File: src/rtl/flash_cfg.svh
/*
 * Quad-I/O flash read controller configuration
 * Build-time constants shared by the RTL and the testbench
 */
`ifndef FLASH_CFG_SVH
`define FLASH_CFG_SVH

// AXI transaction ID width
`define FLASH_ID_W 4

// Dummy sck cycles between mode and data
`define FLASH_DUMMY_CYCLES 4

// Quad-I/O fast read opcode
`define FLASH_READ_CMD 8'hEB

// Width of the sck divider setting
`define FLASH_CLK_DIV_W 4

`endif

File: src/rtl/axi_rd_pkg.sv
/*
 * AXI read-side types
 * IDs, data, response codes and the flash address word
 */
`default_nettype none

`include "flash_cfg.svh"

package axi_rd_pkg;

    typedef logic [`FLASH_ID_W-1:0] axi_id_t;
    typedef logic [31:0]            axi_data_t;
    typedef logic [1:0]             axi_resp_t;

    localparam axi_resp_t RESP_OKAY = 2'b00;

    // One address word, seen as a byte address or as word index plus offset
    typedef union packed {
        logic [31:0] raw;
        struct packed {
            logic [29:0] word_idx;
            logic [1:0]  byte_off;
        } split;
    } flash_addr_u;

endpackage

`default_nettype wire

File: src/rtl/qspi_pkg.sv
/*
 * Flash-side types
 * Sequencer phases and the quad data nibble
 */
`default_nettype none

package qspi_pkg;

    // One transfer on dq[3:0]
    typedef logic [3:0] nibble_t;

    // Order matters, the sequencer steps through it by increment
    typedef enum logic [2:0] {
        IDLE,
        CMD,
        ADDR,
        MODE,
        DUMMY,
        DATA,
        DONE
    } qspi_phase_t;

endpackage

`default_nettype wire

File: src/rtl/qspi_read_seq.sv
/*
 * Quad-I/O fast read sequencer
 * Sends command, address, mode and dummy cycles, then assembles one data word
 */
`timescale 1ns/1ps
`default_nettype none

`include "flash_cfg.svh"

module qspi_read_seq (
    input  wire logic                   clk,
    input  wire logic                   nrst,
    input  wire logic                   rd_req_i,
    input  wire axi_rd_pkg::flash_addr_u rd_addr_i,
    output logic                        rd_ack_o,
    output axi_rd_pkg::axi_data_t       rd_data_o,
    input  wire logic                   sck_rise_i,
    input  wire logic                   sck_fall_i,
    output logic                        sck_en_o,
    output logic                        cs_n_o,
    output qspi_pkg::nibble_t           dq_o,
    output logic                        dq_oe_o,
    input  wire qspi_pkg::nibble_t      dq_i
);

    import qspi_pkg::*;

    localparam logic [7:0] READ_CMD = `FLASH_READ_CMD;

    qspi_phase_t phase;
    logic [3:0]  bit_cnt;
    logic [3:0]  last_cnt;
    nibble_t     next_nib;
    logic        drive_phase;

    // Sck runs through every active phase
    assign sck_en_o = (phase != IDLE) && (phase != DONE);

    // Host drives dq during command, address and mode
    assign drive_phase = (phase == CMD) || (phase == ADDR) || (phase == MODE);

    // Last cycle index of each phase
    always_comb begin
        case (phase)
            CMD, ADDR, DATA: last_cnt = 4'd7;
            MODE:            last_cnt = 4'd1;
            DUMMY:           last_cnt = 4'(`FLASH_DUMMY_CYCLES - 1);
            default:         last_cnt = 4'd0;
        endcase
    end

    // Nibble for the current cycle, MSB of command and high address nibble first
    always_comb begin
        case (phase)
            CMD:     next_nib = {3'b000, READ_CMD[~bit_cnt[2:0]]};
            ADDR:    next_nib = rd_addr_i.raw[{~bit_cnt[2:0], 2'b00} +: 4];
            default: next_nib = 4'h0;
        endcase
    end

    always_ff @(posedge clk) begin
        if (!nrst) begin
            phase    <= IDLE;
            bit_cnt  <= '0;
            cs_n_o   <= 1'b1;
            dq_oe_o  <= 1'b0;
            rd_ack_o <= 1'b0;
        end else begin
            case (phase)
                IDLE: begin
                    if (rd_req_i && !rd_ack_o) begin
                        phase   <= CMD;
                        bit_cnt <= '0;
                        cs_n_o  <= 1'b0;
                        dq_oe_o <= 1'b1;
                    end
                end
                DONE: begin
                    if (!rd_ack_o) begin
                        // Release cs_n with the final sck fall
                        if (sck_fall_i) begin
                            cs_n_o   <= 1'b1;
                            rd_ack_o <= 1'b1;
                        end
                    end else if (!rd_req_i) begin
                        rd_ack_o <= 1'b0;
                        phase    <= IDLE;
                    end
                end
                default: begin
                    // A cycle completes on the rising edge
                    if (sck_rise_i) begin
                        if (bit_cnt == last_cnt) begin
                            bit_cnt <= '0;
                            phase   <= qspi_phase_t'(phase + 3'd1);
                        end else begin
                            bit_cnt <= bit_cnt + 4'd1;
                        end
                    end
                    if (sck_fall_i) begin
                        dq_oe_o <= drive_phase;
                    end
                end
            endcase
        end
    end

    // Pin data and captured word
    always_ff @(posedge clk) begin
        if (phase == IDLE) begin
            dq_o <= {3'b000, READ_CMD[7]};
        end else if (sck_fall_i && sck_en_o) begin
            dq_o <= next_nib;
        end

        // Byte k goes to bits 8k+7:8k, high nibble arrives first
        if (sck_rise_i && phase == DATA) begin
            rd_data_o[{bit_cnt[2:1], ~bit_cnt[0], 2'b00} +: 4] <= dq_i;
        end
    end

    a_cs_idle: assert property (@(posedge clk) disable iff (!nrst)
        phase == IDLE |-> cs_n_o);

    // Turnaround must be finished before the flash drives data
    a_no_drive_in_data: assert property (@(posedge clk) disable iff (!nrst)
        phase == DATA |-> !dq_oe_o);

    a_addr_stable: assert property (@(posedge clk) disable iff (!nrst)
        (rd_req_i && !rd_ack_o) [*2] |-> $stable(rd_addr_i));

endmodule

`default_nettype wire

File: config.mk
export PLATFORM = sky130hd
export DESIGN_NAME = qspi_read_seq
export DESIGN_NICKNAME = d
export VERILOG_FILES = /design/src/rtl/axi_rd_pkg.sv /design/src/rtl/qspi_pkg.sv /design/src/rtl/qspi_read_seq.sv
export VERILOG_INCLUDE_DIRS = /design/src /design/src/rtl
export SDC_FILE = /design/constraint.sdc
export NUM_CORES = 1
export LEC_CHECK = 0
export BUFFER_PORTS_ARGS = -buffer_cell sky130_fd_sc_hd__buf_2
export CORE_MARGIN = 2
export CORE_UTILIZATION = 50
export DETAILED_ROUTE_END_ITERATION = 7
export PLACE_DENSITY = 0.91
export RECOVER_POWER = 25
export SYNTH_ARGS = -nofsm -noshare
export SYNTH_HDL_FRONTEND = slang
export SYNTH_SLANG_ARGS = --single-unit
File: constraint.sdc
create_clock -name clk -period 7.4 [get_ports clk]
set_input_delay 1.11 -clock clk [delete_from_list [all_inputs] [get_ports clk]]
set_output_delay 1.11 -clock clk [all_outputs]
set_load 0.005 [all_outputs]
==> results.py <==
metrics = {
    "finish": {
        "final_cells": 374,
        "final_util": 0.599,
        "areaGrowthSynthToFinish_pct": 17.5,
        "fin_area_um2": 3000,
        "diodes": 0,
        "final_nets": 353,
        "fillers": 431,
        "layout-drive-gt1-share": 0.296,
    },
    "sta": {
        "setup_viol": 0,
        "min_period_ns": 2.90,
        "max_freq_mhz": 345,
        "rsz0062_at_grt": "false",
        "report.final.hold_viol_count": 0,
        "holdWs_ns": 0.462,
        "report.final.slew_viol_count": 0,
        "worst_pin_slew_ns": 0.811,
        "finalSetupTns_ns": 0,
        "min_period_over_period": 0.392,
        "fin_ws_ns": 4.50,
        "relSlewSlack": 0.455,
        "finalClockSkew_ns": 0.00580,
    },
    "worst_setup_path": {
        "crit_fanout": 10,
        "slowest_delay_ns": 0.40,
        "crit_chain": "inv_1, ha_1, and2_0, a21oi_1, buf_2",
        "cp_slowest_cell": "dfxtp_1",
        "cp.arrival_ns": 1.79,
        "crit_family": "flip-flops",
        "end_kind": "primary output",
        "crit_buf_inv": 2,
        "rrSetupSlack_ns": 4.59,
        "crit_type": "reg -> out",
        "worst_setup_path_start_kind": "flip-flop",
        "required_ns": 6.29,
    },
    "place": {
        "portBuffers": 80,
        "dpl_cell_area_um2": 2940,
        "placedCellCount": 367,
        "hpwl_um": 3900,
        "place_congestion": 0.913,
        "dpl_worst_slack_ns": 4.59,
    },
    "grt": {
        "grt_pass1_vias": 1861,
        "grt_max_degree": 28,
        "track_usage": 0.187,
        "antenna_found_initial": 0,
        "grt_pass1_wl_um": 8280,
        "overflow": 0,
    },
    "power": {
        "vdd_drop_max_v": 0.000122,
        "power_mw": 0.698,
        "p_per_area_nw_per_um2": 233,
        "leakagePower_nw": 1.18,
    },
    "floorplanning": {
        "coreArea_um2": 5010,
        "die_y_um": 75.5,
        "die-area_um2": 5700,
        "start_util": 0.510,
        "ios": 81,
        "rows": 26,
        "die_w_um": 75.5,
    },
    "route": {
        "firstDrtPassIters": 4,
        "route.detailed.drc": 0,
        "drt.antenna.violating_nets": 0,
        "drt_iter0_markers": 123,
        "wl_um": 5070,
        "via_per_inst": 5.40,
        "via_count": 2020,
        "wl_per_cell_um": 13.5,
    },
    "synthesis": {
        "synthFlopType": "edfxtp_1",
        "synth.distinct_cells": 49,
        "synth_top_area_cell": "edfxtp_1",
        "synth_commonest_cells": "edfxtp_1, and2_1, nand2_1",
        "yosysWarnings": 0,
        "synth.cell_area_um2": 2550,
        "synth.most_common_cell": "edfxtp_1",
        "synth.top_cell.area_share": 0.376,
        "seq_area_frac_synth": 0.486,
        "ys_seq_elements": 46,
        "yosys-top-cells-area": "edfxtp_1, dfxtp_1, mux4_2",
        "synth_nets": 279,
        "synth.avg_cell_area_um2": 11.1,
        "synthArstFlopShare": 0,
        "synth-edff-count": 32,
        "netlist_instances": 230,
    },
    "clock_tree": {
        "tritoncts": "done",
        "clk_latency_ns": 0.29,
        "clk_path_buf_depth": 2,
        "clk_pin_slew_ns": 0.08,
        "cts_hold_buf": 0,
        "post_cts_resized": 0,
        "cts_inserted_buffers": 5,
        "cts_setup_buffers": 0,
        "htree_levels": 2,
        "clock_sinks": 46,
        "cts_root_buf": "clkbuf_8",
    },
    "status": {
        "status": "finished, final reports clean",
    },
    "job": {
        "maxCapViolCount": 0,
    },
    "worst_hold_path": {
        "hold_class": "reg -> reg",
    },
}
## layer usage
metal | GRT usage | routed length (um)
met1 | 0.233 | 2150
met2 | 0.333 | 2530
met3 | 0.0331 | 325
met4 | 0.0507 | 52
met5 | 0 | 0
## cell usage in the layout, fill, tap and decap left out, types with 2 or more instances in the layout
| cell type | n |
|---|---|
| mux4_2 | 8 |
| mux2i_1 | 6 |
| nand3_1 | 5 |
| o22ai_1 | 2 |
| nor2b_1 | 3 |
| edfxtp_1 | 32 |
| clkbuf_8 | 5 |
| nand2_1 | 21 |
| o21ai_0 | 12 |
| nor4_1 | 7 |
| nor3_1 | 13 |
| nand3b_1 | 4 |
| clkbuf_1 | 15 |
| a21oi_1 | 4 |
| or4_1 | 2 |
| nand2b_1 | 3 |
| ha_1 | 8 |
| dfxtp_1 | 14 |
| nor2_1 | 11 |
| and2_1 | 27 |
| a21boi_0 | 5 |
| clkinv_2 | 2 |
| buf_2 | 65 |
| inv_1 | 5 |
## power by group
| part | switching (mW) | internal (mW) |
|---|---|---|
| clock | 0.0790 | 0.0635 |
| sequential | 0.00906 | 0.290 |
| combinational | 0.146 | 0.111 |
| total | 0.234 | 0.464 |
## flip-flops by register name (all words and copies together) (netlist names)
register and cells:
rd_data_o 32, bit_cnt 4, rd_ack_o 1, dq_oe_o 1, cs_n_o 1, dq_o 4, phase 3
## worst min-delay path: stages (launching register included)
cell and delay, ns:
dfxtp_1 0.33, nand2_1 0.04, o21ai_0 0.06
## cells by family (layout without fill, tap and decap cells)
| kind of cell | Yosys count | count (layout) | share of synthesized area |
|---|---|---|---|
| adder cells (fa/ha/maj) | 8 | 8 | 0.0392 |
| multiplexers | 14 | 14 | 0.0940 |
| AND/OR/NAND/NOR | 104 | 104 | 0.224 |
| buffers and inverters | 20 | 94 | 0.0514 |
| flip-flops | 46 | 46 | 0.486 |
| AO/OA/AOI/OAI | 36 | 36 | 0.0984 |
| XOR/XNOR | 2 | 2 | 0.00686 |
## final timing paths
kind         cells past startpoint             to        from
max reg2reg                      5  rd_data_o[14]  bit_cnt[1]
min                              2        dq_o[2]     dq_o[2]
min reg2reg                      2        dq_o[2]     dq_o[2]
max                              5       sck_en_o    phase[0]
## layout make-up
| type | count | area, um^2 | share of cell area |
|---|---|---|---|
| flip-flops and latches | 46 | 1240 | 0.414 |
| multi-input cells | 164 | 1180 | 0.394 |
| repair buffers | 81 | 389 | 0.130 |
| well taps | 70 | 87.6 | 0.0292 |
| clock buffers | 5 | 68.8 | 0.0229 |
| inverters | 6 | 22.5 | 0.00750 |
| clock inverters | 2 | 10.0 | 0.00333 |
Note: power is estimated with default switching activity, not from simulation.
