<file path="config.mk">
export PLATFORM = sky130hd
export DESIGN_NAME = flash_clk_gen
export DESIGN_NICKNAME = d
export VERILOG_FILES = /design/src/rtl/flash_clk_gen.sv
export VERILOG_INCLUDE_DIRS = /design/src /design/src/rtl
export SDC_FILE = /design/constraint.sdc
export NUM_CORES = 1
export LEC_CHECK = 0
export BUFFER_PORTS_ARGS = -buffer_cell sky130_fd_sc_hd__buf_2
export CORE_AREA = 2 2 39 41
export DETAILED_ROUTE_END_ITERATION = 10
export DIE_AREA = 0 0 41 43
export HOLD_SLACK_MARGIN = 0.1
export PLACE_DENSITY_LB_ADDON = 0.15
export SETUP_SLACK_MARGIN = 0.1
export SLEW_MARGIN = 30
export SYNTH_ARGS = -nofsm -noshare
export SYNTH_HDL_FRONTEND = slang
export SYNTH_SLANG_ARGS = --single-unit
</file>
<file path="constraint.sdc">
create_clock -name clk -period 3.15 [get_ports clk]
set_input_delay 0.63 -clock clk [delete_from_list [all_inputs] [get_ports clk]]
set_output_delay 0.63 -clock clk [all_outputs]
set_load 0.005 [all_outputs]
</file>
<file path="src/rtl/flash_cfg.svh">
/*
 * Quad-I/O flash read controller configuration
 * Build-time constants shared by the RTL and the testbench
 */
`ifndef FLASH_CFG_SVH
`define FLASH_CFG_SVH

// AXI transaction ID width
`define FLASH_ID_W 4

// Dummy sck cycles between mode and data
`define FLASH_DUMMY_CYCLES 4

// Quad-I/O fast read opcode
`define FLASH_READ_CMD 8'hEB

// Width of the sck divider setting
`define FLASH_CLK_DIV_W 4

`endif

</file>
<file path="src/rtl/flash_clk_gen.sv">
/*
 * Serial flash clock generator
 * Divides clk down to sck and flags each coming sck edge one clk early
 */
`timescale 1ns/1ps
`default_nettype none

`include "flash_cfg.svh"

module flash_clk_gen (
    input  wire logic                        clk,
    input  wire logic                        nrst,
    input  wire logic [`FLASH_CLK_DIV_W-1:0] clk_div_i,
    input  wire logic                        sck_en_i,
    output logic                             sck_o,
    output logic                             sck_rise_o,
    output logic                             sck_fall_o
);

    logic [`FLASH_CLK_DIV_W-1:0] half_cnt;
    logic                        half_end;

    // Compare with >= so a divider change mid-phase cannot wrap the counter
    assign half_end = (half_cnt >= clk_div_i);

    // Rise only while enabled, a pending fall always completes
    assign sck_rise_o = sck_en_i && !sck_o && half_end;
    assign sck_fall_o = sck_o && half_end;

    always_ff @(posedge clk) begin
        if (!nrst) begin
            half_cnt <= '0;
            sck_o    <= 1'b0;
        end else if (sck_en_i || sck_o) begin
            if (half_end) begin
                half_cnt <= '0;
                sck_o    <= !sck_o;
            end else begin
                half_cnt <= half_cnt + 1'b1;
            end
        end else begin
            // Parked low, next enable starts a full low phase
            half_cnt <= '0;
        end
    end

endmodule

`default_nettype wire

</file>
==> results of run 1 <==
## cell families (layout without fill, tap and decap cells)
| family | after synthesis | after routing |
|---|---|---|
| simple gates | 12 | 12 |
| fa+ha+maj | 5 | 5 |
| mux | 1 | 1 |
| xor+xnor | 2 | 2 |
| flops | 5 | 5 |
| buf+inv | 5 | 18 |
| compound gates | 3 | 3 |
## metal layers
metal	GRT usage, %	share of wire (%)
met5	0	0
met4	8.00	2.9
met3	1.57	7.7
met2	10.6	46
met1	9.06	43
## worst max path at each step
stage,cells past startpoint,slack (ns),end
2_1_floorplan,5,0.81,sck_fall_o
3_3_place_gp,7,0.56,sck_fall_o
3_5_place_dp,7,0.54,sck_fall_o
4_1_cts,7,0.54,sck_fall_o
5_1_grt,7,0.43,sck_fall_o
6_report,7,0.56,sck_fall_o
## worst reg2reg max path, cell delays in order (launching register included)
cell       delay [ns]
dfxtp_1          0.37
inv_1            0.06
ha_1             0.27
nand2b_4         0.15
a2111oi_4        0.40
o221ai_2         0.19
nor2_1           0.12
## state kept, by name (all words and copies together), names as in the netlist
signal / cells
half_cnt: 4
sck_o: 1
## where the power goes
part	total, uW	switching (uW)	internal [uW]	leakage [uW]
clock network	72.6	24.8	47.8	0.0000150
registers	68.4	2.57	65.8	0.0000406
logic	27.7	12.1	15.7	0.000146
## metrics by stage
step / cell area, um^2 / setup slack [ns] / instances
finish: 418 / 0.555 / 62
global route: 418 / 0.433 / 62
CTS: 418 / 0.537 / 62
detailed placement: 392 / 0.539 / 58
global placement: 392 / 0.564 / 58
floorplan: 327 / 0.805 / 33
## area by class of cell
| cell class | instances | area [um^2] | share of cell area (%) |
|---|---|---|---|
| inverters | 5 | 18.8 | 4.49 |
| clock buffers | 4 | 26.3 | 6.29 |
| repair buffers | 9 | 45.0 | 10.8 |
| flip-flops and latches | 5 | 100 | 24.0 |
| well taps | 16 | 20.0 | 4.79 |
| multi-input cells | 23 | 208 | 49.7 |
## cells in the final DEF, fill, tap and decap left out, types with 3 or more instances in the layout
master	instances
buf_2	9
nor2_1	6
inv_1	5
ha_1	5
dfxtp_1	5
clkbuf_4	3
==> run summary, run 1 <==
R2R Setup Slk: 1.53 ns
First-pass DRT Iterations: 2
Worst reg2reg endpoint: half_cnt[3]
Hold WC Path Type: reg -> reg
# clock sinks: 5
Core Box Area: 1380 um^2
Mapped Area: 327 um^2
LEAKAGE: 0.000202 uW
WHS Endpoint: half_cnt[0]
Largest cells by area after synthesis: dfxtp_1, ha_1, a2111oi_4, nor2_1, inv_1
First-pass GRT wire length: 876 um
FFs w/ async S/R, synth: 0%
Setup bufs post-CTS: 0
Synthesis-stage register bit count: 5
Setup TNS: 0 ns
Post-synth cell types: 16
Slowest Stage Delay on Critical Path: 0.40 ns
Post-synth top area share: 30.7%
Min Clock Period, post-route: 2.59 ns
Fmax achieved: 385 MHz
CTS tree: done
Filler instances: 158
Ant. Diodes: 0
Final setup viols: 0
I/O pins: 10
Number of buffers added on ports: 9
Initial DRC count: 3
Tot GR Track Use: 7.75%
CP top delay family: simple AND/OR/NAND/NOR gates
Die X: 41 um
Ratio of cells with drive above 1 in the final layout: 32.6%
Layout net count: 59
Final Slew Violations: 0
Die area: 1760 um^2
Mux contribution to synthesized area: 3.07%
Post-synth EDFFs: 0
Max_slew headroom: 78.1%
Outcome: complete, no violations
CTS Hold Bufs: 0
Final ANT Viol Nets: 0
Syn avg cell area: 9.90 um^2
Simple-gate share of the synthesized area: 20.7%
Site Rows: 14
Gr ovfl total: 0
Synth Net Count: 45
DRC: 0
Cell with the most instances after synthesis: nor2_1
Root buf cell: clkbuf_4
Initial antenna violation count: 0
H-tree depth: 1
Hold depth: 1
Pwr per Cell Area: 404 nW/um^2
CP max stage cell: a2111oi_4
Worst Setup SP: clk_div_i[0]
Largest net degree at the start of global routing: 7
WL per Instance: 8.82 um
RSZ-0062 raised after global routing: false
Period utilization: 82.4%
Final core utilization: 30.2%
Worst skew pair latency: 0.24 ns
Critical Path AT: 1.96 ns
Synth Area in XOR/XNOR: 5.36%
Synth cell count leaders: nor2_1, dfxtp_1, ha_1, inv_1
Total power: 169 uW
Area Overhead vs Synth: 28.0%
Total CTS buffers: 3
CP required: 2.52 ns
Detailed Place HPWL: 472 um
Number of global-route vias before repair: 237
Register area share after synthesis: 30.7%
VDD IR max: 182 uV
Final WL: 547 um
Clock Tree Buf Depth: 2
Yosys top cell by area: dfxtp_1
Routability cong.: 0.611
Setup crit end kind: primary output
Vias/cell: 4.32
CP startpoint kind: input pin
CTS clk-pin slew, worst paths: 0.04 ns
Post-Synthesis Cells: 33
Worst Reg2Reg Path Length in Cells: 6
Synth warn: 0
CP Class: in -> out
Crit-path cells: buf_2 > ha_1 > nand2b_4 > a2111oi_4 > nor2_1 > and2_1 > buf_2
Crit Path Max Fanout: 3
Die Height: 43 um
Largest family of logic cells by synthesized area: simple AND/OR/NAND/NOR gates
DR vias: 268
Final hold vios: 0
Synth Area in Adders: 19.2%
Clk_skew: 0.000291 ns
Initial Utilization: 23.6%
Worst path most repeated cell: buf_2
Max cap viols: 0
Worst slew pin tran: 0.329 ns
Synth Area in Compound Gates: 15.3%
RR Startpoint: half_cnt[0]
Hold path start: half_cnt[0]
Hold Worst Slack: 0.466 ns
Crit path buffers/inverters: 2
Post-CTS resize count: 0
Synth Flop Type: dfxtp_1
(Power assumes the default switching activity.)
==> run 2, diff against run 1 <==
Clock period 3.15 ns to 2.7 ns, I/O delays scaled along.
==> run summary, run 2 (synthesis gave the netlist of run 1 again) <==
Die X: 41 um (unchanged)
I/O pins: 10 (unchanged)
Critical Path AT: 1.93 ns (-0.03 ns)
Final setup margin: 0.234 ns (-0.321 ns)
VDD IR max: 164 uV (-9.9%)
Max_slew headroom: 75.9% (-2.2 points)
Post-CTS resize count: 0 (unchanged)
Placed Instance Area: 392 um^2 (unchanged)
Setup TNS: 0 ns (unchanged)
Site Rows: 14 (unchanged)
# clock sinks: 5 (unchanged)
Final setup viols: 0 (unchanged)
H-tree depth: 1 (unchanged)
Period utilization: 91.3%
RSZ-0062 raised after global routing: false
Min Clock Period, post-route: 2.47 ns
First-pass DRT Iterations: 1 (-1)
Routability cong.: 0.662 (+8.3%)
Final core utilization: 30.2% (unchanged)
Largest Register: half_cnt
Regs by FF count: half_cnt x4, sck_o x1
LEAKAGE: 0.000202 uW (unchanged)
Die area: 1760 um^2 (unchanged)
Final Slew Violations: 0 (unchanged)
Largest net degree at the start of global routing: 7 (unchanged)
Slowest Stage Delay on Critical Path: 0.43 ns (+0.03 ns)
CTS tree: done
Worst skew pair latency: 0.23 ns (about the same)
Setup crit end kind: primary output
CP startpoint kind: flop
Clk_skew: 0.000776 ns (+0.000485 ns)
WL per Instance: 9.02 um (+2.2%)
Worst slew pin tran: 0.362 ns (+0.0331 ns)
Root buf cell: clkbuf_4
Final WL: 559 um (+2.2%)
Crit Path Max Fanout: 4 (+1)
CP required: 2.16 ns (-0.36 ns)
Most frequent cells in the layout: buf_2, nor2_1, inv_1, ha_1, dfxtp_1
Fmax achieved: 405 MHz
Gr ovfl total: 0 (unchanged)
Final ANT Viol Nets: 0 (unchanged)
Detailed Place HPWL: 495 um (+4.9%)
Post-route cell area: 418 um^2 (unchanged)
Number of global-route vias before repair: 279 (+18%)
Tot GR Track Use: 8.65% (+0.91 points)
Vias/cell: 4.31 (-0.37%)
Layout net count: 59 (unchanged)
Core Box Area: 1380 um^2 (unchanged)
Total CTS buffers: 3 (unchanged)
Hold WC Path Type: reg -> reg
Outcome: complete, no violations
First-pass GRT wire length: 1040 um (+19%)
Clock Tree Buf Depth: 2 (unchanged)
Max cap viols: 0 (unchanged)
Ratio of cells with drive above 1 in the final layout: 32.6% (unchanged)
Finished Layout Cells: 62 (unchanged)
Die Height: 43 um (unchanged)
Setup bufs post-CTS: 0 (unchanged)
Area Overhead vs Synth: 28.0% (unchanged)
CP max stage cell: a2111oi_4
Largest register FFs: 4 (unchanged)
DRC: 0 (unchanged)
Pre-CTS WS: 0.228 ns (-0.311 ns)
CTS clk-pin slew, worst paths: 0.04 ns (about the same)
CP Class: reg -> out
Commonest non-fill, non-tap cell in the layout: buf_2
Ant. Diodes: 0 (unchanged)
Initial DRC count: 0 (-3)
Initial antenna violation count: 0 (unchanged)
Final hold vios: 0 (unchanged)
CTS Hold Bufs: 0 (unchanged)
Number of buffers added on ports: 9 (unchanged)
Pwr per Cell Area: 468 nW/um^2 (+16%)
DR vias: 267 (-0.37%)
Cells after DPL: 58 (unchanged)
Initial Utilization: 23.6% (unchanged)
Crit-path cells: inv_1 > ha_1 > nand2b_4 > a2111oi_4 > nor2_1 > and2_1 > buf_2
[run 2: power breakdown]
part	internal (uW)	switching [uW]	total, uW
combinational	18.2	14.8	33.0
clock	55.6	27.1	82.8
sequential	76.8	2.86	79.6
[run 2: routing by layer]
metal | track usage (%) | wire length (um)
met5 | 0 | 0
met4 | 6.00 | 0
met3 | 1.57 | 32
met2 | 13.4 | 294
met1 | 10.0 | 232
[run 2: cell type report]
type,instances,area [um^2]
Fill cell,151,966
Sequential cell,5,100
Multi-Input combinational cell,23,208
Inverter,5,18.8
Clock buffer,4,26.3
Tap cell,16,20.0
Timing Repair Buffer,9,45.0
[run 2: worst max-delay path, delay by kind of cell (launching register included)]
kind            cells  cell delay (ns)
simple gates        3             0.45
compound gates      1             0.43
flops               1             0.37
fa+ha+maj           1             0.26
buf+inv             2             0.19
[run 2: worst paths after layout]
kind,to,from,slack (ns),cells after the start
max reg2reg,half_cnt[3],half_cnt[0],1.04,6
max,sck_fall_o,half_cnt[0],0.23,7
min reg2reg,half_cnt[0],half_cnt[0],0.47,1
min,half_cnt[0],half_cnt[0],0.47,1
[run 2: metrics by stage]
stage	total power, uW	hold WS (ns)
floorplan	104	0.430
global placement	113	0.458
detailed placement	115	0.464
CTS	200	0.474
global route	211	0.491
finish	195	0.467
==> run 3, diff against run 2 <==
Settings changed: RECOVER_POWER set to 50.
==> run summary, run 3 (synthesis gave the netlist of run 1 again) <==
Worst slew pin tran: 0.362 ns (-0.000193 ns)
Crit Path Max Fanout: 4 (unchanged)
Number of buffers added on ports: 9 (unchanged)
Final WL: 556 um (-0.54%)
Max cap viols: 0 (unchanged)
Comb power frac: 15.0% (-1.9 points)
CTS clk-pin slew, worst paths: 0.04 ns (about the same)
RSZ-0062 raised after global routing: false
Worst skew pair latency: 0.23 ns (about the same)
Period utilization: 91.4% (about the same)
Detailed Place HPWL: 495 um (unchanged)
M3 GR Usage: 1.57% (unchanged)
Seq pwr share: 41.7% (+1.0 points)
CP Class: reg -> out
Max_slew headroom: 75.9% (about the same)
Tot GR Track Use: 8.65% (unchanged)
P_sw: 42.8 uW (-4.5%)
CP top delay family: simple AND/OR/NAND/NOR gates
Layout net count: 59 (unchanged)
Total power: 191 uW (-2.4%)
VDD IR max: 162 uV (-1.4%)
Largest Register: half_cnt
Final ANT Viol Nets: 0 (unchanged)
Hold Worst Slack: 0.466 ns (-0.000828 ns)
Final setup margin: 0.232 ns (-0.00176 ns)
Ratio of cells with drive above 1 in the final layout: 28.3% (-4.3 points)
Die Height: 43 um (unchanged)
Crit-path cells: inv_1 > ha_1 > nand2b_1 > a2111oi_4 > nor2_1 > and2_1 > buf_2
Final setup viols: 0 (unchanged)
Hold WC Path Type: reg -> reg
I/O pins: 10 (unchanged)
Number of global-route vias before repair: 279 (unchanged)
Gr busiest metal: met2
Pre-CTS WS: 0.228 ns (unchanged)
CP required: 2.16 ns (about the same)
CP max stage cell: a2111oi_4
Vias/cell: 4.31 (unchanged)
CTS Hold Bufs: 0 (unchanged)
First-pass DRT Iterations: 1 (unchanged)
Min Clock Period, post-route: 2.47 ns (+0.00175 ns)
H-tree depth: 1 (unchanged)
Worst Reg2Reg Path Length in Cells: 6 (unchanged)
Post-route cell area: 404 um^2 (-3.3%)
Clock power share: 43.3% (+1.0 points)
Regs by FF count: half_cnt x4, sck_o x1
Pwr per Cell Area: 472 nW/um^2 (+0.90%)
Initial DRC count: 0 (unchanged)
Hold path start: half_cnt[0]
Final Slew Violations: 0 (unchanged)
Die area: 1760 um^2 (unchanged)
Largest register FFs: 4 (unchanged)
Crit path buffers/inverters: 2 (unchanged)
First-pass GRT wire length: 1040 um (unchanged)
Clk_skew: 0.000454 ns (-0.000322 ns)
Worst reg2reg endpoint: half_cnt[3]
Die X: 41 um (unchanged)
Post-CTS resize count: 0 (unchanged)
Critical Path AT: 1.93 ns (about the same)
RR Startpoint: half_cnt[0]
Clock Tree Buf Depth: 2 (unchanged)
Met2 track utilization from global routing: 13.4% (unchanged)
Initial antenna violation count: 0 (unchanged)
CP startpoint kind: flop
Initial Utilization: 23.6% (unchanged)
Setup bufs post-CTS: 0 (unchanged)
Filler instances: 150 (-0.66%)
Final hold vios: 0 (unchanged)
Area Overhead vs Synth: 23.8%
Largest net degree at the start of global routing: 7 (unchanged)
Placed Instance Area: 392 um^2 (unchanged)
CTS tree: done
DR vias: 267 (unchanged)
Root buf cell: clkbuf_4
R2R Setup Slk: 0.95 ns (-0.09 ns)
Hold depth: 1 (unchanged)
Routability cong.: 0.662 (unchanged)
Most frequent cells in the layout: buf_2, nor2_1, inv_1, ha_1, dfxtp_1
# clock sinks: 5 (unchanged)
WHS Endpoint: half_cnt[0]
Ant. Diodes: 0 (unchanged)
Fmax achieved: 405 MHz (about the same)
Setup TNS: 0 ns (unchanged)
Int Power: 148 uW (-1.8%)
DRC: 0 (unchanged)
Commonest non-fill, non-tap cell in the layout: buf_2
Core Box Area: 1380 um^2 (unchanged)
Switching part of the total: 22.4% (-0.50 points)
Gr ovfl total: 0 (unchanged)
M1 GR Usage: 10.0% (unchanged)
Setup crit end kind: primary output
Slowest Stage Delay on Critical Path: 0.42 ns (about the same)
WL per Instance: 8.97 um (-0.54%)
LEAKAGE: 0.000195 uW (-3.1%)
Site Rows: 14 (unchanged)
Total CTS buffers: 3 (unchanged)
Outcome: complete, no violations
## run 3: cell counts in the layout (fill, tap and decap cells not counted)
No cell type changed its count.
## run 3: power groups by stage
stage	sequential, uW	combinational, uW	clock (uW)
after floorplan	80.3	24.0	0
after global placement	80.9	32.2	0
after detailed placement	81.0	33.7	0
after CTS	79.7	34.0	86.5
after global routing	79.8	33.0	93.4
final	79.4	28.7	82.6
## run 3: how the worst max path moves through the flow
stage                             from          to  slack, ns  cells after the start
after floorplan           clk_div_i[0]  sck_fall_o       0.54                      5
after global placement    clk_div_i[0]  sck_fall_o       0.28                      7
after detailed placement  clk_div_i[0]  sck_fall_o       0.23                      7
after CTS                  half_cnt[0]  sck_fall_o       0.19                      7
after global routing       half_cnt[0]  sck_fall_o       0.11                      7
final                      half_cnt[0]  sck_fall_o       0.23                      7
## run 3: per-stage QoR
step | util (%) | std cells
after floorplan | - | 33
after global placement | 28.3 | 58
after detailed placement | 28.3 | 58
after CTS | 30.2 | 62
after global routing | 29.2 | 62
final | 29.2 | 62
## run 3: area by class of cell
cell class                      instances  area (um^2)  area share [%]
Timing Repair Buffer                    9         45.0            11.1
Tap cell                               16         20.0            4.95
Sequential cell                         5          100            24.8
Clock buffer                            4         26.3            6.50
Multi-Input combinational cell         23          194            48.0
Inverter                                5         18.8            4.64
## run 3: layer usage
metal | share of wire, % | vias to the layer above
li1 | - | 138
met1 | 38 | 121
met2 | 54 | 8
met3 | 7.0 | 0
met4 | 0 | 0
met5 | 0 | -
## run 3: worst reg2reg max path: cells and delay by family, from the launching register on
kind                       cells  cell delay (ns)
AOI/OAI and AO/OA              2             0.69
adders and majority gates      1             0.26
buffers and inverters          1             0.07
DFF                            1             0.37
and+or+nand+nor                2             0.31
