File: config.mk
export PLATFORM = sky130hd
export DESIGN_NAME = axi_read_port
export DESIGN_NICKNAME = d
export VERILOG_FILES = /design/src/rtl/axi_rd_pkg.sv /design/src/rtl/axi_read_port.sv
export VERILOG_INCLUDE_DIRS = /design/src /design/src/rtl
export SDC_FILE = /design/constraint.sdc
export NUM_CORES = 1
export LEC_CHECK = 0
export ABC_AREA = 0
export BUFFER_PORTS_ARGS = -buffer_cell sky130_fd_sc_hd__buf_2
export CAP_MARGIN = 20
export CORE_MARGIN = 5
export CORE_UTILIZATION = 25
export CTS_BUF_LIST = sky130_fd_sc_hd__clkbuf_16
export CTS_CLUSTER_SIZE = 8
export DETAILED_ROUTE_END_ITERATION = 6
export PLACE_DENSITY = 0.6
export SYNTH_ARGS = -nofsm -noshare
export SYNTH_HDL_FRONTEND = slang
export SYNTH_SLANG_ARGS = --single-unit
File: constraint.sdc
create_clock -name clk -period 2.5 [get_ports clk]
set_input_delay 0.375 -clock clk [delete_from_list [all_inputs] [get_ports clk]]
set_output_delay 0.375 -clock clk [all_outputs]
set_load 0.02 [all_outputs]
File: src/rtl/flash_cfg.svh
/*
 * Quad-I/O flash read controller configuration
 * Build-time constants shared by the RTL and the testbench
 */
`ifndef FLASH_CFG_SVH
`define FLASH_CFG_SVH

// AXI transaction ID width
`define FLASH_ID_W 4

// Dummy sck cycles between mode and data
`define FLASH_DUMMY_CYCLES 4

// Quad-I/O fast read opcode
`define FLASH_READ_CMD 8'hEB

// Width of the sck divider setting
`define FLASH_CLK_DIV_W 4

`endif

File: src/rtl/axi_rd_pkg.sv
/*
 * AXI read-side types
 * IDs, data, response codes and the flash address word
 */
`default_nettype none

`include "flash_cfg.svh"

package axi_rd_pkg;

    typedef logic [`FLASH_ID_W-1:0] axi_id_t;
    typedef logic [31:0]            axi_data_t;
    typedef logic [1:0]             axi_resp_t;

    localparam axi_resp_t RESP_OKAY = 2'b00;

    // One address word, seen as a byte address or as word index plus offset
    typedef union packed {
        logic [31:0] raw;
        struct packed {
            logic [29:0] word_idx;
            logic [1:0]  byte_off;
        } split;
    } flash_addr_u;

endpackage

`default_nettype wire

File: src/rtl/axi_read_port.sv
/*
 * AXI read slave port
 * Accepts one AR at a time, word-aligns it and fetches the data from the sequencer
 */
`timescale 1ns/1ps
`default_nettype none

module axi_read_port (
    input  wire logic                    clk,
    input  wire logic                    nrst,
    input  wire logic                    s_arvalid_i,
    output logic                         s_arready_o,
    input  wire logic [31:0]             s_araddr_i,
    input  wire axi_rd_pkg::axi_id_t     s_arid_i,
    output logic                         s_rvalid_o,
    input  wire logic                    s_rready_i,
    output axi_rd_pkg::axi_data_t        s_rdata_o,
    output axi_rd_pkg::axi_id_t          s_rid_o,
    output axi_rd_pkg::axi_resp_t        s_rresp_o,
    output logic                         s_rlast_o,
    output logic                         rd_req_o,
    output axi_rd_pkg::flash_addr_u      rd_addr_o,
    input  wire logic                    rd_ack_i,
    input  wire axi_rd_pkg::axi_data_t   rd_data_i
);

    import axi_rd_pkg::*;

    logic ar_hs;

    // Idle means no fetch in flight, no pending R and the sequencer released ack
    assign s_arready_o = !rd_req_o && !s_rvalid_o && !rd_ack_i;
    assign ar_hs       = s_arvalid_i && s_arready_o;

    // Single beats only, always OKAY
    assign s_rresp_o = RESP_OKAY;
    assign s_rlast_o = 1'b1;

    always_ff @(posedge clk) begin
        if (!nrst) begin
            rd_req_o   <= 1'b0;
            s_rvalid_o <= 1'b0;
        end else if (ar_hs) begin
            rd_req_o <= 1'b1;
        end else if (rd_req_o && rd_ack_i) begin
            rd_req_o   <= 1'b0;
            s_rvalid_o <= 1'b1;
        end else if (s_rvalid_o && s_rready_i) begin
            s_rvalid_o <= 1'b0;
        end
    end

    always_ff @(posedge clk) begin
        if (ar_hs) begin
            s_rid_o                  <= s_arid_i;
            rd_addr_o.split.word_idx <= s_araddr_i[31:2];
            rd_addr_o.split.byte_off <= 2'b00;
        end
        if (rd_req_o && rd_ack_i) begin
            s_rdata_o <= rd_data_i;
        end
    end

    a_r_hold: assert property (@(posedge clk) disable iff (!nrst)
        s_rvalid_o && !s_rready_i |=>
            s_rvalid_o && $stable(s_rdata_o) && $stable(s_rid_o));

    // Four-phase rule, req stays up until the sequencer acknowledges
    a_req_until_ack: assert property (@(posedge clk) disable iff (!nrst)
        rd_req_o && !rd_ack_i |=> rd_req_o);

endmodule

`default_nettype wire

==> metrics.md, run 1 <==
| Metric | Value |
|---|---|
| Source of the critical timing path | `rd_req_o` |
| Cell taking the most area after synthesis | `edfxtp_1` |
| Post-Syn Area | `around 0.0021 mm²` |
| Final hold violation count | `0` |
| Antenna fix cells | `0` |
| Root Driver | `clkbuf_16` |
| Pre-antenna DRT Iters | `3` |
| Slew Limit Fails | `0` |
| Vias in the first global route | `between 1000 and 1500` |
| Synth Flop Type | `edfxtp_1` |
| Seq cells post-synth | `just under 70` |
| GRT Util Overall | `0.0958` |
| Post-synth top area share | `0.932` |
| Part of the cycle the worst path needs | `0.566` |
| Crit-path max cell delay | `around 0.34 ns` |
| CP Data Arrival Time | `between 1 and 1.5 ns` |
| Final Critical Period | `between 1 and 1.5 ns` |
| Area contributors post-synth | `edfxtp_1 93%, dfxtp_1 1.9%, buf_4 1.8%` |
| Power Total | `2.78 mW` |
| Share of layout cells above drive strength 1 | `0.662` |
| Hold crit path type | `in -> reg` |
| Synth top cells by count | `66 x edfxtp_1, 5 x buf_4, 2 x conb_1, 2 x dfxtp_1, 2 x nor2b_1` |
| CTS Sinks | `~70` |
| CP Capture Type | `output pin` |
| Num CTS Buffers | `9` |
| CP endpoint | `s_arready_o` |
| Routed len/inst | `15.1 µm` |
| Core Region | `0.00826 mm²` |
| Post-synth EDFFs | `66` |
| Cts-stage hold buffer count | `0` |
| Seq/Total Area, Yosys | `0.951` |
| Count of cell types in the netlist | `11` |
| Status | `finished clean` |
| Fin nets | `between 300 and 400` |
| Total grt overflow | `0` |
| Final WL | `between 5000 and 6000 µm` |
| Pleak | `1.38 nW` |
| CTS tree | `built` |
| CP max FO | `4` |
| Layout Skew | `approximately 0.0053 ns` |
| First-pass GRT wire length | `roughly 7100 µm` |
| IO Pins | `between 100 and 150` |
| Die extent in y | `~100 µm` |
| Crit Reg-Reg Endpoint | `rd_addr_o[5]` |
| Ys async rst share | `0` |
| CTS max path bufs | `2` |
| # setup viols final | `0` |
| VDD IR max | `approximately 0.00028 V` |
| Max Clock Freq | `slightly above 700 MHz` |
| RSZ-0062 raised after global routing | `no` |
| Reg2reg setup slack | `between 1 and 1.5 ns` |
| Post-CTS setup buffer count | `0` |
| DR DRC count | `0` |
| Buffers on Ports | `approximately 140` |
| 1st-iter DRT viols | `14` |
| Die Area | `between 0.01 and 0.015 mm²` |
| Required @ worst endpoint | `approximately 2.1 ns` |
| Cell Chain, Critical Path | `nor3_2 -> buf_2` |
| CTS H-Tree Depth | `3` |
| CP startpoint kind | `register` |
| Post-route ant nets | `0` |
| R2R cell count | `3` |
| Die W | `102 µm` |
| Vias/cell | `about 3.8` |
| Count of cells resized by post-cts repair | `0` |
| Site Rows | `33` |
| Via count | `1301` |
| Most numerous cell in the Yosys netlist | `edfxtp_1` |
| Max_cap viols | `0` |
| Placer Congestion | `0.767` |
| CP max stage cell | `dfxtp_1` |
| RR Startpoint | `rd_req_o` |
| CP Class | `reg -> out` |
| Dpl hpwl | `4070 µm` |
| Warnings, synthesis | `0` |
| Clock Latency Late Sink | `0.32 ns` |
| Cell area power density | `about 860 mW/mm²` |
| Syn Area/Cell | `25.6 µm²` |
| Worst-path clk slew | `roughly 0.060 ns` |
| Setup TNS | `0 ns` |
| Initial Util | `0.257` |
| Initial antenna violation count | `0` |
| Area growth syn-to-layout | `53.0%` |
| Largest net degree at the start of global routing | `35` |
| Synthesized instance count | `83` |
==> cells by family (layout without fill, tap and decap cells) <==
family | Yosys count | in the layout | share of synthesized area
other | 2 | 5 | 0.00353
AOI/OAI and AO/OA | 2 | 2 | 0.00824
DFF | 68 | 68 | 0.951
buffers and inverters | 6 | 157 | 0.0194
and+or+nand+nor | 5 | 5 | 0.0177
==> state kept, by name (all words and copies together) (netlist names) <==
signal / flops
s_rvalid_o: 1
s_rdata_o: 32
s_rid_o: 4
rd_req_o: 1
rd_addr_o: 30
==> layer usage <==
metal  vias up  wire length, µm  global-route usage
li1        611                -                   -
met1       575             2020               0.110
met5         -                0                   0
met3        10              832              0.0457
met4         0              109              0.0636
met2       105             2210               0.142
==> worst min path at each step <==
stage                         startpoint             to  slack, ns  depth (start not counted)
final                      rd_data_i[10]  s_rdata_o[10]       0.23                          1
after global routing        rd_data_i[6]   s_rdata_o[6]       0.21                          1
after CTS                  rd_data_i[20]  s_rdata_o[20]       0.21                          1
after detailed placement   rd_data_i[20]  s_rdata_o[20]       0.55                          1
after global placement          rd_req_o       rd_req_o       0.55                          1
after floorplan           s_araddr_i[10]  rd_addr_o[10]       0.47                          0
==> stage by stage <==
| step | utilization | worst slack, ns | instance area, µm² | instances | hold slack (ns) |
|---|---|---|---|---|---|
| global route | 0.394 | 1.03 | 3250 | 342 | 0.213 |
| detailed placement | 0.355 | 1.01 | 2930 | 326 | 0.553 |
| CTS | 0.394 | 1.05 | 3250 | 342 | 0.212 |
| floorplan | - | 0.405 | 2140 | 86 | 0.474 |
| finish | 0.394 | 1.08 | 3250 | 342 | 0.228 |
| global placement | 0.355 | 1.03 | 2930 | 326 | 0.549 |
==> placed cells by master (no fill, tap or decap), types with 2 or more instances in the layout <==
cell type / n
buf_2: 139
bufinv_16: 2
clkbuf_16: 9
clkinvlp_4: 2
conb_1: 5
dfxtp_1: 2
edfxtp_1: 66
inv_1: 2
nor2b_1: 2
==> worst max-delay path, delay by kind of cell (launching register included) <==
kind | cells | cell delay (ns)
buf+inv | 1 | 0.19
simple gates | 1 | 0.19
flops | 1 | 0.34
==> power by group <==
part / total, mW / switching, mW / internal [mW]
clock: 1.31 / 0.444 / 0.868
sequential: 1.31 / 0.00893 / 1.30
combinational: 0.167 / 0.101 / 0.0652
total: 2.78 / 0.554 / 2.23
==> cell type report <==
type | instances | area [µm²]
Clock inverter | 7 | 92.6
Timing Repair Buffer | 140 | 703
Inverter | 1 | 3.75
Tap cell | 105 | 131
Fill cell | 797 | 5010
Sequential cell | 68 | 2020
Clock buffer | 9 | 225
Multi-Input combinational cell | 12 | 73.8
(Power assumes the default switching activity.)
==> run 2, diff against run 1 <==
- clock period: 2.5 -> 1.4 ns (I/O delays scaled with it)
==> run 2 against run 1 <==
Compared with the run above:
- core utilization rose by 0.33 points
- combinational power grew 87%
- power increased by 70%
- die area did not move
- largest power group unchanged
- routed wire length is 6.5% lower
- first-iteration DRC count up 79%
- critical endpoint unchanged
- count of clock-buffer cells in the layout did not move
- clock skew is 0.00082 ns higher
- sequential power is 78% higher
==> metrics.md, run 2 (synthesis results as in run 1) <==
| Metric | Value |
|---|---|
| Status | `finished clean (unchanged)` |
| CP Class | `reg -> out (unchanged)` |
| CP Capture Type | `output pin (unchanged)` |
| First-pass GRT wire length | `6840 µm (was 7090 µm)` |
| Post-route ant nets | `0 (unchanged)` |
| CP Data Arrival Time | `1.02 ns (was 1.04 ns)` |
| M1 GR Usage | `0.0988 (was 0.110)` |
| RR Startpoint | `s_rvalid_o (was rd_req_o)` |
| Final hold violation count | `0 (unchanged)` |
| Root Driver | `clkbuf_16 (unchanged)` |
| Largest register by flop count | `s_rdata_o (unchanged)` |
| Placement-stage cell area | `0.00300 mm² (was 0.00293 mm²)` |
| Fill cell count | `782 (was 797)` |
| 1st-iter DRT viols | `25 (was 14)` |
| Area growth syn-to-layout | `54.3% (was 53.0%)` |
| # setup viols final | `0 (unchanged)` |
| Biggest regs | `s_rdata_o: 32 flops, rd_addr_o: 30 flops, s_rid_o: 4 flops (unchanged)` |
| Via count | `1335 (was 1301)` |
| Most common cell after layout, fill and taps aside | `buf_2 (unchanged)` |
| Share of layout cells above drive strength 1 | `0.674 (was 0.662)` |
| Cell Chain, Critical Path | `nor3_4 -> buf_2 (was nor3_2 -> buf_2)` |
| Slew Limit Fails | `0 (unchanged)` |
| Max_cap viols | `0 (unchanged)` |
| Area occupied by multi-input gates | `82.6 µm² (was 73.8 µm²)` |
| CP max FO | `4 (unchanged)` |
| Initial antenna violation count | `0 (unchanged)` |
| Core Region | `0.00826 mm² (unchanged)` |
| Hold crit path type | `in -> reg (unchanged)` |
| Cell family with most CP delay | `flip-flops (unchanged)` |
| Most frequent cells in the layout | `139 x buf_2, 66 x edfxtp_1, 9 x clkbuf_16 (unchanged)` |
| IO Pins | `147 (unchanged)` |
| CTS max path bufs | `2 (unchanged)` |
| Power Total | `4.73 mW (was 2.78 mW)` |
| Final WL | `4830 µm (was 5170 µm)` |
| Worst-path clk slew | `0.05 ns (was 0.06 ns)` |
| Fin nets | `308 (was 305)` |
| Die W | `102 µm (unchanged)` |
| Placer Congestion | `0.695 (was 0.767)` |
| Register area | `0.00203 mm² (was 0.00202 mm²)` |
| Cts-stage hold buffer count | `0 (unchanged)` |
| Min-delay src | `rd_data_i[30] (was rd_data_i[10])` |
| Cell area power density | `1440 mW/mm² (was 856 mW/mm²)` |
| Pre-antenna DRT Iters | `4 (was 3)` |
| Post-CTS setup buffer count | `0 (unchanged)` |
| Final Critical Period | `~1.2 ns` |
| Die Area | `0.0104 mm² (unchanged)` |
| Layout Skew | `0.00610 ns (was 0.00528 ns)` |
| Source of the critical timing path | `s_rvalid_o (was rd_req_o)` |
| CP startpoint kind | `register (unchanged)` |
| Reg2reg setup slack | `0.17 ns (was 1.12 ns)` |
| Max reg flops | `32 (unchanged)` |
| Die extent in y | `102 µm (unchanged)` |
| Part of the cycle the worst path needs | `0.878` |
| Dpl hpwl | `3940 µm (was 4070 µm)` |
| Antenna fix cells | `0 (unchanged)` |
| Total grt overflow | `0 (unchanged)` |
| Clock Latency Late Sink | `0.32 ns (about the same)` |
| Num CTS Buffers | `9 (unchanged)` |
| Required @ worst endpoint | `1.19 ns (was 2.12 ns)` |
| CTS H-Tree Depth | `3 (unchanged)` |
| CTS Sinks | `68 (unchanged)` |
| CTS tree | `built (unchanged)` |
| Vias/cell | `3.88 (was 3.80)` |
| CP Buf/Inv Count | `1 (unchanged)` |
| Most Crowded Layer GR | `met2 (unchanged)` |
| GRT Util Overall | `0.0882 (was 0.0958)` |
| Utilization after layout | `0.397 (was 0.394)` |
| Max Clock Freq | `slightly above 800 MHz` |
| CP max stage cell | `dfxtp_4 (was dfxtp_1)` |
| Crit-path max cell delay | `0.35 ns (was 0.34 ns)` |
| Global Route met3 Usage | `0.0560 (was 0.0457)` |
| VDD IR max | `0.000532 V (was 0.000280 V)` |
| GR Util met2 | `0.133 (was 0.142)` |
| Routed len/inst | `14.0 µm (was 15.1 µm)` |
| Buffers on Ports | `139 (unchanged)` |
| Pleak | `1.40 nW (was 1.38 nW)` |
| Vias in the first global route | `1406 (was 1325)` |
| Initial Util | `0.257 (unchanged)` |
| DR DRC count | `0 (unchanged)` |
| Finished Cell Area | `0.00328 mm² (was 0.00325 mm²)` |
| Site Rows | `33 (unchanged)` |
| RSZ-0062 raised after global routing | `no (unchanged)` |
| Count of cells resized by post-cts repair | `0 (unchanged)` |
| Largest net degree at the start of global routing | `25 (was 35)` |
[run 2: power by group]
group | internal, mW | total (mW) | switching (mW)
Clock | 1.35 | 2.09 | 0.740
Sequential | 2.31 | 2.33 | 0.0171
Combinational | 0.130 | 0.312 | 0.182
Total | 3.80 | 4.73 | 0.939
[run 2: cell type report]
type                       instances  share of cell area
timing repair buffer             143               0.229
tap                              105              0.0401
multi-input combinational         12              0.0252
inverter                           1             0.00114
clock inverter                     6              0.0179
sequential                        68               0.618
clock buffer                       9              0.0687
[run 2: worst paths after layout]
check                           depth (start not counted)             to
worst max-delay path                                    2    s_arready_o
worst min-delay path                                    1  s_rdata_o[30]
worst max register to register                          3   rd_addr_o[3]
worst min register to register                          1       rd_req_o
[run 2: stage by stage]
stage / setup TNS (ns) / instances / setup WS, ns / hold slack (ns)
2_1_floorplan: -0.188 / 86 / -0.00554 / 0.309
3_3_place_gp: 0 / 329 / 0.169 / 0.386
3_5_place_dp: 0 / 329 / 0.148 / 0.388
4_1_cts: 0 / 344 / 0.147 / 0.0495
5_1_grt: 0 / 344 / 0.0938 / 0.0491
6_report: 0 / 344 / 0.171 / 0.0655
[run 2: worst reg2reg max path, cell delays in order, from the launching register on]
cell and delay (ns):
dfxtp_4 0.35, nor3_4 0.16, and2_4 0.22, buf_12 0.18
[run 2: per-layer routing]
layer | part of all wire | wire (µm)
met5 | 0 | 0
met4 | 0.013 | 61
met3 | 0.19 | 905
met2 | 0.42 | 2040
met1 | 0.38 | 1820
==> run 3, diff against run 2 <==
- MAX_ROUTING_LAYER: not set -> met4
==> run 3 against run 2 <==
Compared with the run above:
- final area unchanged
- maximum frequency about the same
- non-clock buffer count unchanged
- setup slack about the same
- sequential cell count unchanged
- clock power about the same
- critical endpoint unchanged
- largest power group unchanged
==> metrics.md, run 3 (synthesis results as in run 1) <==
| Metric | Value |
|---|---|
| Core Region | `0.00826 mm² (unchanged)` |
| Die W | `102 µm (unchanged)` |
| Cell family with most CP delay | `flip-flops (unchanged)` |
| Vias/cell | `3.89 (was 3.88)` |
| Vias in the first global route | `1406 (unchanged)` |
| Routed len/inst | `14.0 µm (about the same)` |
| IO Pins | `147 (unchanged)` |
| Status | `finished clean (unchanged)` |
| Cts-stage hold buffer count | `0 (unchanged)` |
| Die extent in y | `102 µm (unchanged)` |
| Fin nets | `308 (unchanged)` |
| Final hold violation count | `0 (unchanged)` |
| Largest net degree at the start of global routing | `25 (unchanged)` |
| Antenna fix cells | `0 (unchanged)` |
| Max_cap viols | `0 (unchanged)` |
| CP max FO | `4 (unchanged)` |
| Crit-path max cell delay | `0.35 ns (about the same)` |
| Worst-path clk slew | `0.05 ns (about the same)` |
| # setup viols final | `0 (unchanged)` |
| Most frequent cells in the layout | `139 x buf_2, 66 x edfxtp_1, 9 x clkbuf_16 (unchanged)` |
| Initial Util | `0.257 (unchanged)` |
| Area growth syn-to-layout | `54.3% (unchanged)` |
| CTS max path bufs | `2 (unchanged)` |
| Site Rows | `33 (unchanged)` |
| Final WL | `4830 µm (about the same)` |
| Num CTS Buffers | `9 (unchanged)` |
| Required @ worst endpoint | `1.19 ns (about the same)` |
| Placement-stage cell area | `0.00300 mm² (unchanged)` |
| CP Buf/Inv Count | `1 (unchanged)` |
| DR DRC count | `0 (unchanged)` |
| CP Capture Type | `output pin (unchanged)` |
| Cell Chain, Critical Path | `nor3_4 -> buf_2 (unchanged)` |
| Post-CTS setup buffer count | `0 (unchanged)` |
| Final Critical Period | `1.23 ns (about the same)` |
| Root Driver | `clkbuf_16 (unchanged)` |
| CTS Sinks | `68 (unchanged)` |
| CP Data Arrival Time | `1.02 ns (about the same)` |
| CP max stage cell | `dfxtp_4 (unchanged)` |
| Pleak | `1.40 nW (unchanged)` |
| Max Clock Freq | `814 MHz (about the same)` |
| Final Hold Slack | `0.0654 ns (was 0.0655 ns)` |
| CTS tree | `built (unchanged)` |
| Die Area | `0.0104 mm² (unchanged)` |
| Max reg flops | `32 (unchanged)` |
| Cell area power density | `1440 mW/mm² (about the same)` |
| CTS H-Tree Depth | `3 (unchanged)` |
| Fill cell count | `782 (unchanged)` |
| GRT Util Overall | `0.0908 (was 0.0882)` |
| Initial antenna violation count | `0 (unchanged)` |
| RSZ-0062 raised after global routing | `no (unchanged)` |
| Largest register by flop count | `s_rdata_o (unchanged)` |
| Layout Skew | `0.00603 ns (was 0.00610 ns)` |
| Biggest regs | `s_rdata_o: 32 flops, rd_addr_o: 30 flops, s_rid_o: 4 flops (unchanged)` |
| Count of cells resized by post-cts repair | `0 (unchanged)` |
| Power Total | `4.73 mW (about the same)` |
| Part of the cycle the worst path needs | `0.878 (about the same)` |
| Pre-antenna DRT Iters | `4 (unchanged)` |
| Buffers on Ports | `139 (unchanged)` |
| Hold crit path type | `in -> reg (unchanged)` |
| Reg2reg setup slack | `0.17 ns (about the same)` |
| Share of layout cells above drive strength 1 | `0.674 (unchanged)` |
| VDD IR max | `0.000531 V (was 0.000532 V)` |
| Dpl hpwl | `3940 µm (unchanged)` |
| Finished Cell Area | `0.00328 mm² (unchanged)` |
| Via count | `1337 (was 1335)` |
| Total grt overflow | `0 (unchanged)` |
| 1st-iter DRT viols | `22 (was 25)` |
| Slew Limit Fails | `0 (unchanged)` |
| Post-route ant nets | `0 (unchanged)` |
| CP Class | `reg -> out (unchanged)` |
| First-pass GRT wire length | `6820 µm (was 6840 µm)` |
| Most common cell after layout, fill and taps aside | `buf_2 (unchanged)` |
| Placer Congestion | `0.702 (was 0.695)` |
| CP startpoint kind | `register (unchanged)` |
| Clock Latency Late Sink | `0.32 ns (about the same)` |
-- run 3: cell counts in the layout (fill, tap and decap cells not counted) --
Identical to the previous run, type by type.
-- run 3: layout make-up --
cell class              count  area (µm²)  share of cell area
flip-flops and latches     68        2030               0.618
multi-input cells          12        82.6              0.0252
clock inverters             6        58.8              0.0179
repair buffers            143         751               0.229
clock buffers               9         225              0.0687
inverters                   1        3.75             0.00114
well taps                 105         131              0.0401
-- run 3: final timing paths --
| kind | start | endpoint | cells past startpoint |
|---|---|---|---|
| setup / recovery | s_rvalid_o | s_arready_o | 2 |
| hold / removal | rd_data_i[1] | s_rdata_o[1] | 1 |
| setup reg to reg | s_rvalid_o | rd_addr_o[3] | 3 |
| hold reg to reg | rd_req_o | rd_req_o | 1 |
-- run 3: per-layer routing --
metal	wire length, µm	vias to the layer above	track usage
met3	766	7	0.0430
li1	-	615	-
met2	2020	113	0.132
met1	1970	602	0.107
met5	0	-	-
met4	65	0	0.0394
-- run 3: where the power goes --
group	total [mW]	switching [mW]	leakage [nW]	internal [mW]
logic	0.312	0.182	0.631	0.130
registers	2.33	0.0170	0.625	2.31
clock network	2.09	0.738	0.144	1.35
-- run 3: worst reg2reg max path, delay by kind of cell (launching register included) --
kind	cells	cell delay [ns]
buffers and inverters	1	0.18
AND/OR/NAND/NOR	2	0.38
flip-flops	1	0.35
-- run 3: through the flow --
| stage | setup TNS [ns] | instances | setup WS [ns] | util |
|---|---|---|---|---|
| after floorplan | -0.188 | 86 | -0.00554 | - |
| after global placement | 0 | 329 | 0.169 | 0.363 |
| after detailed placement | 0 | 329 | 0.148 | 0.363 |
| after CTS | 0 | 344 | 0.147 | 0.397 |
| after global routing | 0 | 344 | 0.0936 | 0.397 |
| final | 0 | 344 | 0.171 | 0.397 |
